## src/rtl/dotMacPkg.sv

```systemverilog
`default_nettype none

package dotMacPkg;

	// operand widths, x never wider than y
	localparam int widthX = 8;	// multiplier x0, x1
	localparam int widthY = 8;	// multiplicand y0, y1

	// one product in carry-save form
	localparam int widthP = widthX + widthY;

	// accumulator, at least two bits above one product
	localparam int widthA = 24;

	// baugh-wooley rows incl the two correction rows
	localparam int numPP = widthX + 2;

	// carry-propagate structure in prefixAdd
	localparam int adderSpeed = 2;	// 0 serial, 2 sklansky

endpackage

`default_nettype wire

```

## src/rtl/ppGenSgn.sv

```systemverilog
`timescale 1ns/1ns
`default_nettype none

// signed partial products, baugh-wooley form
module ppGenSgn import dotMacPkg::*; (
	input  logic [widthX-1:0]       x,	// multiplier
	input  logic [widthY-1:0]       y,	// multiplicand
	output logic [numPP*widthP-1:0] pp	// rows of widthP, row 0 at lsb
);

	always_comb begin
		pp = '0;

		// rows for the non-sign bits of x
		for (int i = 0; i < widthX - 1; i++) begin
			for (int k = 0; k < widthY - 1; k++) begin
				pp[i*widthP + i + k] = x[i] & y[k];
			end
			pp[i*widthP + i + widthY - 1] = ~x[i] & y[widthY-1];	// meets sign of y
		end

		// row of the x sign bit, inverted against the low y bits
		for (int k = 0; k < widthY - 1; k++) begin
			pp[(widthX-1)*widthP + widthX - 1 + k] = x[widthX-1] & ~y[k];
		end
		pp[(widthX-1)*widthP + widthX + widthY - 2] = x[widthX-1] & y[widthY-1];

		// correction row for x
		pp[(numPP-2)*widthP + widthP - 2] = ~x[widthX-1];
		pp[(numPP-2)*widthP + widthX - 1] = x[widthX-1];

		// correction row for y plus the constant one at the msb
		pp[(numPP-1)*widthP + widthP - 1] = 1'b1;
		pp[(numPP-1)*widthP + widthP - 2] = ~y[widthY-1];
		pp[(numPP-1)*widthP + widthY - 1] = y[widthY-1];

		// unsigned sum of all rows is x*y mod 2^widthP
	end

endmodule

`default_nettype wire

```

## src/rtl/csvTreeAdd.sv

```systemverilog
`timescale 1ns/1ns
`default_nettype none

// multi-operand carry-save adder
// one (depth,2) compressor per column, full adders in tree order
module csvTreeAdd #(
	parameter int depth = 4,	// operand count, 4 or more
	parameter int width = 8		// word width
) (
	input  logic [depth*width-1:0] ops,	// operand k at bits k*width
	output logic [width-1:0]       s,	// sum vector
	output logic [width-1:0]       c	// carry vector, already shifted
);

	// intermediate carries between column slices
	// slot i feeds column i, top slot leaves the word
	wire [(width+1)*(depth-3)-1:0] ic;
	wire [width-1:0] ct;	// column carries before the shift

	assign ic[depth-4:0] = '0;	// nothing enters column 0

	for (genvar i = 0; i < width; i++) begin : gCol
		// f holds inputs first, then fa sums and carry-ins appended
		wire [3*depth-6:0] f;
		wire [depth-3:0]   co;	// fa carries of this column

		// bits of equal weight from all operands
		for (genvar k = 0; k < depth; k++) begin : gIn
			assign f[k] = ops[k*width + i];
		end

		for (genvar j = 0; j < depth - 2; j++) begin : gFa
			// full adder j eats three entries of f
			assign f[depth + 2*j] = f[3*j] ^ f[3*j+1] ^ f[3*j+2];
			assign co[j] = (f[3*j] & f[3*j+1])
				| (f[3*j+2] & (f[3*j] ^ f[3*j+1]));

			// carry from the column below goes behind the sum
			if (j < depth - 3) begin : gCi
				assign f[depth + 2*j + 1] = ic[i*(depth-3) + j];
			end
		end

		// all but the last carry ripple into the next column
		assign ic[(i+1)*(depth-3) +: depth-3] = co[depth-4:0];

		assign s[i]  = f[3*depth-6];	// last fa sum
		assign ct[i] = co[depth-3];		// last fa carry
	end

	// carry weight is one column up, top carry wraps out
	assign c = {ct[width-2:0], 1'b0};

endmodule

`default_nettype wire

```

## src/rtl/prefixAdd.sv

```systemverilog
`timescale 1ns/1ns
`default_nettype none

// carry-propagate adder on a parallel-prefix carry network
module prefixAdd import dotMacPkg::*; (
	input  logic [widthA-1:0] a,
	input  logic [widthA-1:0] b,
	output logic [widthA-1:0] sum	// a + b mod 2^widthA
);

	localparam int lvls = $clog2(widthA);	// sklansky depth

	logic [widthA-1:0] g;	// bit generate
	logic [widthA-1:0] p;	// bit propagate, also the half sum
	logic [widthA-1:0] gc;	// group generate over bits 0..i

	assign g = a & b;
	assign p = a ^ b;

	if (adderSpeed == 2) begin : gSklansky
		logic [lvls:0][widthA-1:0] gt;	// group generate per level
		logic [lvls:0][widthA-1:0] pt;	// group propagate per level

		always_comb begin
			int j;	// top bit of the lower half block

			gt[0] = g;
			pt[0] = p;
			for (int l = 1; l <= lvls; l++) begin
				gt[l] = gt[l-1];	// white nodes pass through
				pt[l] = pt[l-1];
				for (int i = 0; i < widthA; i++) begin
					// upper half of each 2^l block takes the lower half prefix
					if (((i >> (l-1)) & 1) == 1) begin
						j = ((i >> (l-1)) << (l-1)) - 1;
						gt[l][i] = gt[l-1][i] | (pt[l-1][i] & gt[l-1][j]);
						pt[l][i] = pt[l-1][i] & pt[l-1][j];
					end
				end
			end
		end

		assign gc = gt[lvls];
	end else begin : gSerial
		logic [widthA-1:0] gt;	// rippled group generate

		always_comb begin
			gt[0] = g[0];
			for (int i = 1; i < widthA; i++) begin
				gt[i] = g[i] | (p[i] & gt[i-1]);	// one node per bit
			end
		end

		assign gc = gt;
	end

	// carry into bit i is the group generate of bits below it
	assign sum = p ^ {gc[widthA-2:0], 1'b0};

endmodule

`default_nettype wire

```

## src/rtl/mulCsvLane.sv

```systemverilog
`timescale 1ns/1ns
`default_nettype none

// signed multiplier lane, product left in carry-save form
module mulCsvLane import dotMacPkg::*; (
	input  logic [widthX-1:0] x,
	input  logic [widthY-1:0] y,
	output logic [widthP-1:0] s,	// s + c mod 2^widthP is x*y
	output logic [widthP-1:0] c
);

	logic [numPP*widthP-1:0] pp;	// partial product rows

	ppGenSgn ppGen_i (
		.x (x),
		.y (y),
		.pp(pp)
	);

	// reduce all rows to two, carries stay unresolved
	csvTreeAdd #(
		.depth(numPP),
		.width(widthP)
	) ppTree_i (
		.ops(pp),
		.s  (s),
		.c  (c)
	);

endmodule

`default_nettype wire

```

## src/rtl/dotMacCombine.sv

```systemverilog
`timescale 1ns/1ns
`default_nettype none

// merges both lanes with the accumulator, one cpa for the whole sum
module dotMacCombine import dotMacPkg::*; (
	input  logic              clk,
	input  logic              rstN,
	input  logic              inValid,	// take this cycle
	input  logic              clear,	// restart instead of accumulate
	input  logic [widthP-1:0] s0,		// lane 0 carry-save pair
	input  logic [widthP-1:0] c0,
	input  logic [widthP-1:0] s1,		// lane 1 carry-save pair
	input  logic [widthP-1:0] c1,
	output logic [widthA-1:0] acc,
	output logic              outValid
);

	logic [widthA-1:0] sExt0, cExt0;	// lane 0 at accumulator width
	logic [widthA-1:0] sExt1, cExt1;	// lane 1 at accumulator width
	logic [widthA-1:0] fb;				// accumulator feedback
	logic [5*widthA-1:0] ops;			// compressor operands
	logic [widthA-1:0] sumV, carV;		// compressor outputs
	logic [widthA-1:0] nextAcc;

	// sign extension of a carry-save pair
	// inverted msb above the sum vector, ones above the carry vector
	assign sExt0 = {{(widthA-widthP-1){1'b0}}, ~s0[widthP-1], s0};
	assign cExt0 = {{(widthA-widthP){1'b1}}, c0};
	assign sExt1 = {{(widthA-widthP-1){1'b0}}, ~s1[widthP-1], s1};
	assign cExt1 = {{(widthA-widthP){1'b1}}, c1};

	assign fb = clear ? '0 : acc;	// clear drops the old sum

	assign ops = {fb, cExt1, sExt1, cExt0, sExt0};

	// five operands down to two in one stage
	csvTreeAdd #(
		.depth(5),
		.width(widthA)
	) accTree_i (
		.ops(ops),
		.s  (sumV),
		.c  (carV)
	);

	prefixAdd cpa_i (
		.a  (sumV),
		.b  (carV),
		.sum(nextAcc)	// wraps mod 2^widthA
	);

	always_ff @(posedge clk) begin
		if (!rstN) begin
			acc      <= '0;
			outValid <= 1'b0;
		end else begin
			outValid <= inValid;	// result one cycle after accept
			if (inValid) begin
				acc <= nextAcc;
			end
		end
	end

endmodule

`default_nettype wire

```

## src/rtl/dotMac.sv

```systemverilog
`timescale 1ns/1ns
`default_nettype none

// two-term signed dot-product accumulator
module dotMac import dotMacPkg::*; (
	input  logic              clk,
	input  logic              rstN,
	input  logic              inValid,
	input  logic              clear,
	input  logic [widthX-1:0] x0,
	input  logic [widthY-1:0] y0,
	input  logic [widthX-1:0] x1,
	input  logic [widthY-1:0] y1,
	output logic [widthA-1:0] acc,
	output logic              outValid
);

	logic [widthP-1:0] s0, c0;	// x0*y0, unresolved
	logic [widthP-1:0] s1, c1;	// x1*y1, unresolved

	mulCsvLane lane0 (.x(x0), .y(y0), .s(s0), .c(c0));

	mulCsvLane lane1 (.x(x1), .y(y1), .s(s1), .c(c1));

	dotMacCombine combine (
		.clk     (clk),
		.rstN    (rstN),
		.inValid (inValid),
		.clear   (clear),
		.s0      (s0),
		.c0      (c0),
		.s1      (s1),
		.c1      (c1),
		.acc     (acc),
		.outValid(outValid)
	);

endmodule

`default_nettype wire

```

## config.mk

```make
export PLATFORM = sky130hd
export DESIGN_NAME = dotMac
export DESIGN_NICKNAME = d
export VERILOG_FILES = /design/src/rtl/dotMacPkg.sv /design/src/rtl/ppGenSgn.sv /design/src/rtl/csvTreeAdd.sv /design/src/rtl/prefixAdd.sv /design/src/rtl/mulCsvLane.sv /design/src/rtl/dotMacCombine.sv /design/src/rtl/dotMac.sv
export SDC_FILE = /design/constraint.sdc
export NUM_CORES = 1
export LEC_CHECK = 0
export BUFFER_PORTS_ARGS = -buffer_cell sky130_fd_sc_hd__buf_2
export CELL_PAD_IN_SITES_DETAIL_PLACEMENT = 0
export CELL_PAD_IN_SITES_GLOBAL_PLACEMENT = 1
export CORE_UTILIZATION = 47
export DETAILED_ROUTE_END_ITERATION = 10
export GPL_TIMING_DRIVEN = 0
export HOLD_SLACK_MARGIN = 0.12
export PLACE_DENSITY_LB_ADDON = 0.1
export SLEW_MARGIN = 0
export SYNTH_ARGS = -nofsm -noshare
export SYNTH_HDL_FRONTEND = slang
export SYNTH_SLANG_ARGS = --single-unit
export TNS_END_PERCENT = 10
```

## constraint.sdc

```tcl
create_clock -name clk -period 23.2 [get_ports clk]
set_input_delay 4.64 -clock clk [delete_from_list [all_inputs] [get_ports clk]]
set_output_delay 4.64 -clock clk [all_outputs]
set_load 0.05 [all_outputs]
```

==> results.md, run 1 <==
- The deepest level of the CTS H-tree is 1.
- The total routing usage reported by global routing is 21.0%.
- The portion of synthesized cell area occupied by the leading cell type is 37.1%.
- The critical path endpoint category is a register.
- The final number of hold-violating endpoints is 0.
- The count of routing violations after the opening detailed-route iteration is 145.
- inv_1 is the most common cell in the netlist.
- The gate count of the mapped netlist is 697.
- The critical setup path kind is in -> reg.
- The I/O pin count is 61.
- Entering global routing, the biggest net connects 16 pins.
- In the synthesized netlist the async set-or-reset flop fraction comes to 0%.
- The average size of a mapped cell is 9.37 um2.
- Setup repair after global routing left no endpoint under its margin.
- The count of hold-fix buffers inserted at cts is 0.
- TritonCTS built the clock tree.
- The arrival time reported for the critical path endpoint is 11.40 ns.
- The number of clock sinks seen by CTS is 25.
- The number of flops mapped to enable cells by yosys is 0.
- For this design, the slowest cell found on the critical path is fa_1.
- In the routed layout, each cell is associated on average with a via count of 4.94.
- Adding up every negative setup slack in the final design gives 0 ns.
- The clock skew after layout is 0.00803 ns.
- The width of the chip is 120 um.
- The final net count is 1013.
- The cell type with the largest total area after synthesis is fa_1.
- In the final routed layout, each cell accounts on average for 14.6 um.
- The clock network latency to the later pin of the worst-skew pair is 0.26 ns.
- The number of buffers added for setup after CTS is 0.
- The number of antenna violations at the first check in global routing is 0.
- The count of maximum capacitance violations is 0.
- The sum of buffers and inverters on the critical path is 8.
- The number of buffers created by CTS is 3.
- After detailed routing, the number of remaining DRC violations is 0.
- The total core area is 13400 um2.
- The global placement routability congestion is 0.812.
- Relative to the synthesized area, the layout overhead comes to 9.08%.
- Once layout is complete, the utilization of the core stands at 53.2%.
- Yosys attributes the largest share of cell area to fa_1 37%, ha_1 18%, inv_1 9.5%, and2_1 8.4%, dfxtp_1 7.7%.
- The most used cell along the critical path is fa_1.
- The first global-routing pass estimated 24100 um of wire.
- The worst setup path is launched from an input port.
- The post-synth net total is 950.
- The flow ran to the end, and the final reports show no timing, DRC or antenna violations.
- The die area is 14400 um2.
- Setup violations remaining at the end of the flow were counted as 0.
- The first TritonRoute pass finished after 4 iterations.
- The number of global-route vias before repair is 5056.
- Cells with a size suffix above 1 make up 8.83% of the layout.
- The vias after detailed routing is 4615.
- By count the netlist is led by 165 x inv_1, 121 x fa_1, 96 x ha_1.
- For this run, the number of Yosys warnings is 0.
- The initialized floorplan defines 42 standard-cell rows.
- Wires add up to 13700 um.
- The largest single stage delay on the critical path is 0.51 ns.
- The maximum fanout along the worst path is 9.
- Headroom to the max-slew limit came out at 48.6%.
- The netlist area before placement is 6530 um2.
- The slew at the pin closest to its max-slew limit is 0.771 ns.
- The initial standard-cell utilization of the core is 48.8%.
- Clock-pin slew was measured on the worst setup and hold paths at 0.07 ns.
- The fraction of the yosys area taken by sequential cells is 7.66%.
- In this run the deepest clock path goes through 2 buffers.
- The HPWL after detailed placement is 12200 um.
- The final antenna-violating net count is 0.
- On the critical path the largest part of the delay comes from adder cells.
- The final cycle utilization of the critical path is 48.3%.
- The count of final max-slew check failures is 0.
- Static timing analysis puts the maximum clock frequency at 89.2 MHz.
- The post-cts sizing count is 0.
- The clock tree root buffer cell is clkbuf_16.
- The kind of path behind the tightest hold check is reg -> reg.
- The flip-flop cell with the highest count after synthesis is dfxtp_1.
- Counting I/O delays and the setup requirement, the final critical path takes 11.21 ns.
- The die is 120 um tall.
- The synthesized netlist contains 42 unique library cells.
- In this run, synthesis produced a sequential element count of 25.
- For the worst setup path, the data required time is 23.39 ns.
- The remaining global-route overflow is 0.
- In this run the tool buffered the top-level ports with 58 buffer cells.
- The antenna cell count is 0.
-- per-stage QoR --
step / hold slack [ns] / instances / cell area (um2) / setup WS (ns)
4_1_cts: 0.516 / 935 / 7130 / 11.95
3_3_place_gp: 0.487 / 931 / 7040 / 11.83
3_5_place_dp: 0.499 / 931 / 7040 / 11.70
5_1_grt: 0.547 / 935 / 7130 / 11.67
6_report: 0.506 / 935 / 7130 / 11.99
2_1_floorplan: 0.714 / 697 / 6530 / 12.28
-- cell usage in the layout, fill, tap and decap left out, types with 8 or more instances in the layout --
| cell type | netlist | final |
|---|---|---|
| clkbuf_1 | 8 | 8 |
| xor2_1 | 9 | 9 |
| nor2_1 | 33 | 33 |
| mux2i_1 | 14 | 14 |
| nand2b_1 | 18 | 18 |
| fa_1 | 121 | 121 |
| inv_1 | 165 | 165 |
| and2_1 | 88 | 88 |
| nand2_1 | 22 | 22 |
| xnor2_1 | 8 | 8 |
| dfxtp_1 | 25 | 25 |
| a21oi_1 | 9 | 9 |
| buf_2 | 0 | 58 |
| nor2b_1 | 27 | 27 |
| ha_1 | 96 | 96 |
-- metal layers --
metal / wire length [um] / up-vias / GRT usage, %
met4: 108 / 0 / 2.97
met1: 6430 / 2301 / 29.2
met3: 272 / 10 / 1.38
met2: 6850 / 57 / 36.6
met5: 0 / - / 0
li1: - / 2247 / -
-- sequential cells by signal, indices dropped and copies added (netlist names) --
signal / count
combine.acc: 24
combine.outValid: 1
-- kinds of logic after synthesis --
group,Yosys count,share of synthesized area [%]
adders and majority gates,217,55.5
DFF,25,7.66
AOI/OAI and AO/OA,38,4.27
xor gates and xnor gates,17,2.28
and+or+nand+nor,210,18.1
muxes,14,2.14
buffers and inverters,176,10.1
-- area by class of cell --
type                       instances  area [um2]
clock inverter                     1        7.51
tap                              176         220
inverter                         168         631
timing repair buffer              58         290
fill                            1335        6270
sequential                        25         500
clock buffer                       3        75.1
buffer                             8        30.0
multi-input combinational        496        5370
-- worst reg2reg max path: cells and delay by family, from the launching register on --
family                   cells  cell delay [ns]
adder cells (fa/ha/maj)      3             1.38
AO/OA/AOI/OAI                4             1.16
AND/OR/NAND/NOR              5             0.92
flip-flops                   1             0.34
buffers and inverters        2             0.11
-- final timing paths --
path / to / depth (start not counted) / slack (ns) / startpoint
worst max-delay path: combine.acc[15] / 26 / 11.99 / y1[7]
worst min-delay path: combine.acc[3] / 1 / 0.51 / combine.acc[3]
worst max register to register: combine.acc[15] / 14 / 19.24 / combine.acc[7]
worst min register to register: combine.acc[3] / 1 / 0.51 / combine.acc[3]
Power of run 1 is not shown: default switching activity piles up to over one toggle a cycle in this logic, so the estimate is an artifact.
==> run 2, diff against run 1 <==
--- a/config.mk
+++ b/config.mk
@@ -5,10 +5,11 @@
 export SDC_FILE = /design/constraint.sdc
 export NUM_CORES = 1
 export LEC_CHECK = 0
+export ABC_AREA = 1
 export BUFFER_PORTS_ARGS = -buffer_cell sky130_fd_sc_hd__buf_2
 export CELL_PAD_IN_SITES_DETAIL_PLACEMENT = 0
 export CELL_PAD_IN_SITES_GLOBAL_PLACEMENT = 1
-export CORE_UTILIZATION = 47
+export CORE_UTILIZATION = 42
 export DETAILED_ROUTE_END_ITERATION = 10
 export GPL_TIMING_DRIVEN = 0
 export HOLD_SLACK_MARGIN = 0.12
==> constraint.sdc (replaced) <==
create_clock -name clk -period 9.3 [get_ports clk]
set_input_delay 1.86 -clock clk [delete_from_list [all_inputs] [get_ports clk]]
set_output_delay 1.86 -clock clk [all_outputs]
set_load 0.05 [all_outputs]
==> run 2 against run 1 <==
Effect of this change: die area grew 17%; synthesized area grew 4.8%; wire length grew 6.0%; first-iteration DRC count shrank 7.6%; count of clock-buffer cells in the layout is the same; register-to-register slack lost 13 ns; sequential cell count is the same; critical path depth grew 1.
==> results.md, run 2 <==
- The flow ran to the end, and the final reports show no timing, DRC or antenna violations.
- The count of input and output buffers is 32 (-45%).
- Leaving out fill and tap cells, the most frequent cell in the layout is inv_1.
- The average via count per standard cell is 4.44 (-10%).
- The pin count of the biggest net entering global routing is 15 (-1).
- In the post-synthesis netlist, the biggest area contributors are fa_1 35%, ha_1 18%, inv_1 16%, nand2_1 8.4%, dfxtp_1 7.3%.
- The fraction of the yosys area taken by sequential cells is 7.31% (-0.35 points).
- The cell type with the largest total area after synthesis is fa_1.
- The die area came to 16800 um2 (+17%).
- For this design, the slowest cell found on the critical path is fa_1.
- The critical setup path kind is in -> reg.
- The remaining global-route overflow is 0 (unchanged).
- The arrival time reported for the critical path endpoint is 8.21 ns (-3.19 ns).
- The number of flip-flops in the largest register is 24 (unchanged).
- The number of flops mapped to enable cells by yosys is 0 (unchanged).
- The worst path required time was 9.45 ns (-13.94 ns).
- The maximum fanout along the worst path is 8 (-1).
- The clock network latency to the later pin of the worst-skew pair was 0.26 ns (about the same).
- The slew at the pin closest to its max-slew limit is 0.588 ns (-0.183 ns).
- The portion of synthesized cell area occupied by the leading cell type is 35.4% (-1.7 points).
- The tightest min-delay check is of the reg -> reg type.
- The deepest level of the CTS H-tree was 1 (unchanged).
- The final number of hold-violating endpoints is 0 (unchanged).
- The final net count is 1190 (+17%).
- The fraction of synthesis flops using an asynchronous set or reset pin came to 0% (unchanged).
- STA classifies the critical path endpoint as a register.
- The most critical setup path has its startpoint at x1[0].
- The average size of a mapped cell is 7.61 um2 (-19%).
- The hold path startpoint is combine.acc[2].
- The number of global-route vias before repair is 4993 (-1.2%).
- The worst hold path terminates at combine.acc[2].
- The count of routing violations after the opening detailed-route iteration came to 134 (-7.6%).
- The slack of the worst reg-to-reg path is 5.79 ns (-13.45 ns).
- TritonCTS built the clock tree.
- The flip-flop cell with the highest count after synthesis is dfxtp_1.
- Setup repair after global routing left no endpoint under its margin.
- The fraction of final layout cells sized beyond drive strength 1 came to 6.30% (-2.5 points).
- The vias after detailed routing is 5115 (+11%).
- The kind of cell with the highest combined delay on the critical path is adder cells.
- The number of antenna violations at the first check in global routing came to 0 (unchanged).
- The post-synth net total is 1153 (+21%).
- The number of iterations in the first detailed-routing pass is 4 (unchanged).
- The count of hold-fix buffers inserted at cts is 0 (unchanged).
- The wire length of the first global-routing pass is 24400 um (+1.2%).
- The netlist area before placement was 6850 um2 (+4.8%).
- Of the available clock period, the critical path in the final layout requires 86.7%.
- The antenna cell count is 0 (unchanged).
- The number of DRC violations after detailed routing was 0 (unchanged).
- The total routing usage reported by global routing was 18.7% (-2.3 points).
- The post-cts sizing count was 0 (unchanged).
- From synthesis to final layout, the design area changed by 7.45%.
- The post-synthesis register bit count was 25 (unchanged).
- The sum of buffers and inverters on the critical path is 9 (+1).
- The global placement routability congestion is 0.831 (+2.3%).
- The clock edge transition at the registers on the reported setup and hold paths is 0.07 ns (about the same).
- The HPWL after detailed placement is 12800 um (+5.0%).
- The count of maximum capacitance violations came to 0 (unchanged).
- The clock tree root buffer cell is clkbuf_16.
- The number of placement rows is 46 (+9.5%).
- The total of endpoints with negative setup slack in the final report is 0 (unchanged).
- In the synthesized netlist, the cells that appear most often are 296 x inv_1, 153 x nand2_1, 121 x fa_1.
- By instance count, the leading cell after synthesis is inv_1.
- The gate count of the mapped netlist is 900 (+29%).
- The largest register by flop count is combine.acc.
- The number of buffers added for setup after CTS was 0 (unchanged).
- The type of origin of the critical path is an input port.
- The worst relative slew slack was 60.8% (+12 points).
- The clock skew after layout is 0.00507 ns (-0.00296 ns).
- The post-detailed-route wirelength per cell is 12.6 um (-14%).
- The count of synthesis-stage warnings from yosys is 0 (unchanged).
- The worst register-to-register path ends at combine.acc[17].
- The aggregate routed wire length was 14500 um (+6.0%).
- The worst reg-to-reg path cell count is 19 (+5).
- The initial standard-cell utilization of the core is 43.1% (-5.7 points).
- The post-route minimum period is 8.06 ns.
- The number of cells on the worst hold path is 2 (+1).
- The total negative setup slack is 0 ns (unchanged).
- The most used cell along the critical path is fa_1.
- The number of clock sinks seen by CTS is 25 (unchanged).
- The delay contributed by the slowest stage of the critical path is 0.54 ns (+0.03 ns).
- Static timing analysis puts the maximum clock frequency at 124 MHz.
- The final antenna-violating net count came to 0 (unchanged).
- In the final layout, the registers with the most flip-flops are combine.acc: 24 flops, combine.outValid: 1 flops.
- The total core area is 15900 um2 (+19%).
- The worst register-to-register path begins at combine.acc[2].
- The maximum clock insertion buffer count is 2 (unchanged).
- The width of the chip is 130 um (+8.2%).
- The number of buffers created by CTS is 3 (unchanged).
- In the layout the commonest cells are 296 x inv_1, 153 x nand2_1, 121 x fa_1.
- The count of final max-slew check failures is 0 (unchanged).
- The distinct cell type count of the synthesized netlist is 27 (-36%).
- The floorplan die height came to 130 um (+8.2%).
- The I/O pin count is 61 (unchanged).
[run 2: final cells by class]
| type | count | area [um2] |
|---|---|---|
| buffer | 35 | 131 |
| clock buffer | 3 | 75.1 |
| fill | 1706 | 8530 |
| sequential | 25 | 500 |
| timing repair buffer | 32 | 160 |
| inverter | 300 | 1130 |
| multi-input combinational | 540 | 5090 |
| clock inverter | 1 | 5.00 |
| tap | 216 | 270 |
[run 2: stage by stage]
| step | util (%) | worst slack, ns | hold WS (ns) | std cells | area [um2] |
|---|---|---|---|---|---|
| CTS | 46.3 | 1.18 | 0.477 | 1152 | 7360 |
| detailed placement | 45.8 | 0.928 | 0.467 | 1148 | 7280 |
| finish | 46.3 | 1.24 | 0.473 | 1152 | 7360 |
| global route | 46.3 | 0.836 | 0.506 | 1152 | 7360 |
| floorplan | - | 1.43 | 0.696 | 900 | 6850 |
| global placement | 45.8 | 0.953 | 0.464 | 1148 | 7280 |
[run 2: cell families after synthesis]
kind of cell,synth area share [%]
buf+inv,18.4
compound gates,4.86
flops,7.31
simple gates,15.7
fa+ha+maj,52.9
xor+xnor,0.895
[run 2: metal layers]
| metal | track usage [%] | wire, um |
|---|---|---|
| met1 | 26.7 | 7130 |
| met2 | 32.7 | 7060 |
| met5 | 0 | 0 |
| met4 | 1.64 | 57 |
| met3 | 0.779 | 239 |
[run 2: worst max path at each step]
stage                                  to  slack (ns)  depth (start not counted)
after floorplan           combine.acc[17]        1.43                         27
after global placement    combine.acc[17]        0.95                         27
after detailed placement  combine.acc[17]        0.93                         27
after CTS                 combine.acc[17]        1.18                         27
after global routing      combine.acc[17]        0.84                         27
final                     combine.acc[17]        1.24                         27
[run 2: worst min-delay path: stages (launching register included)]
cell     delay (ns)
dfxtp_1        0.31
inv_1          0.06
a21oi_1        0.06
Power of run 2 is left out for the same reason.
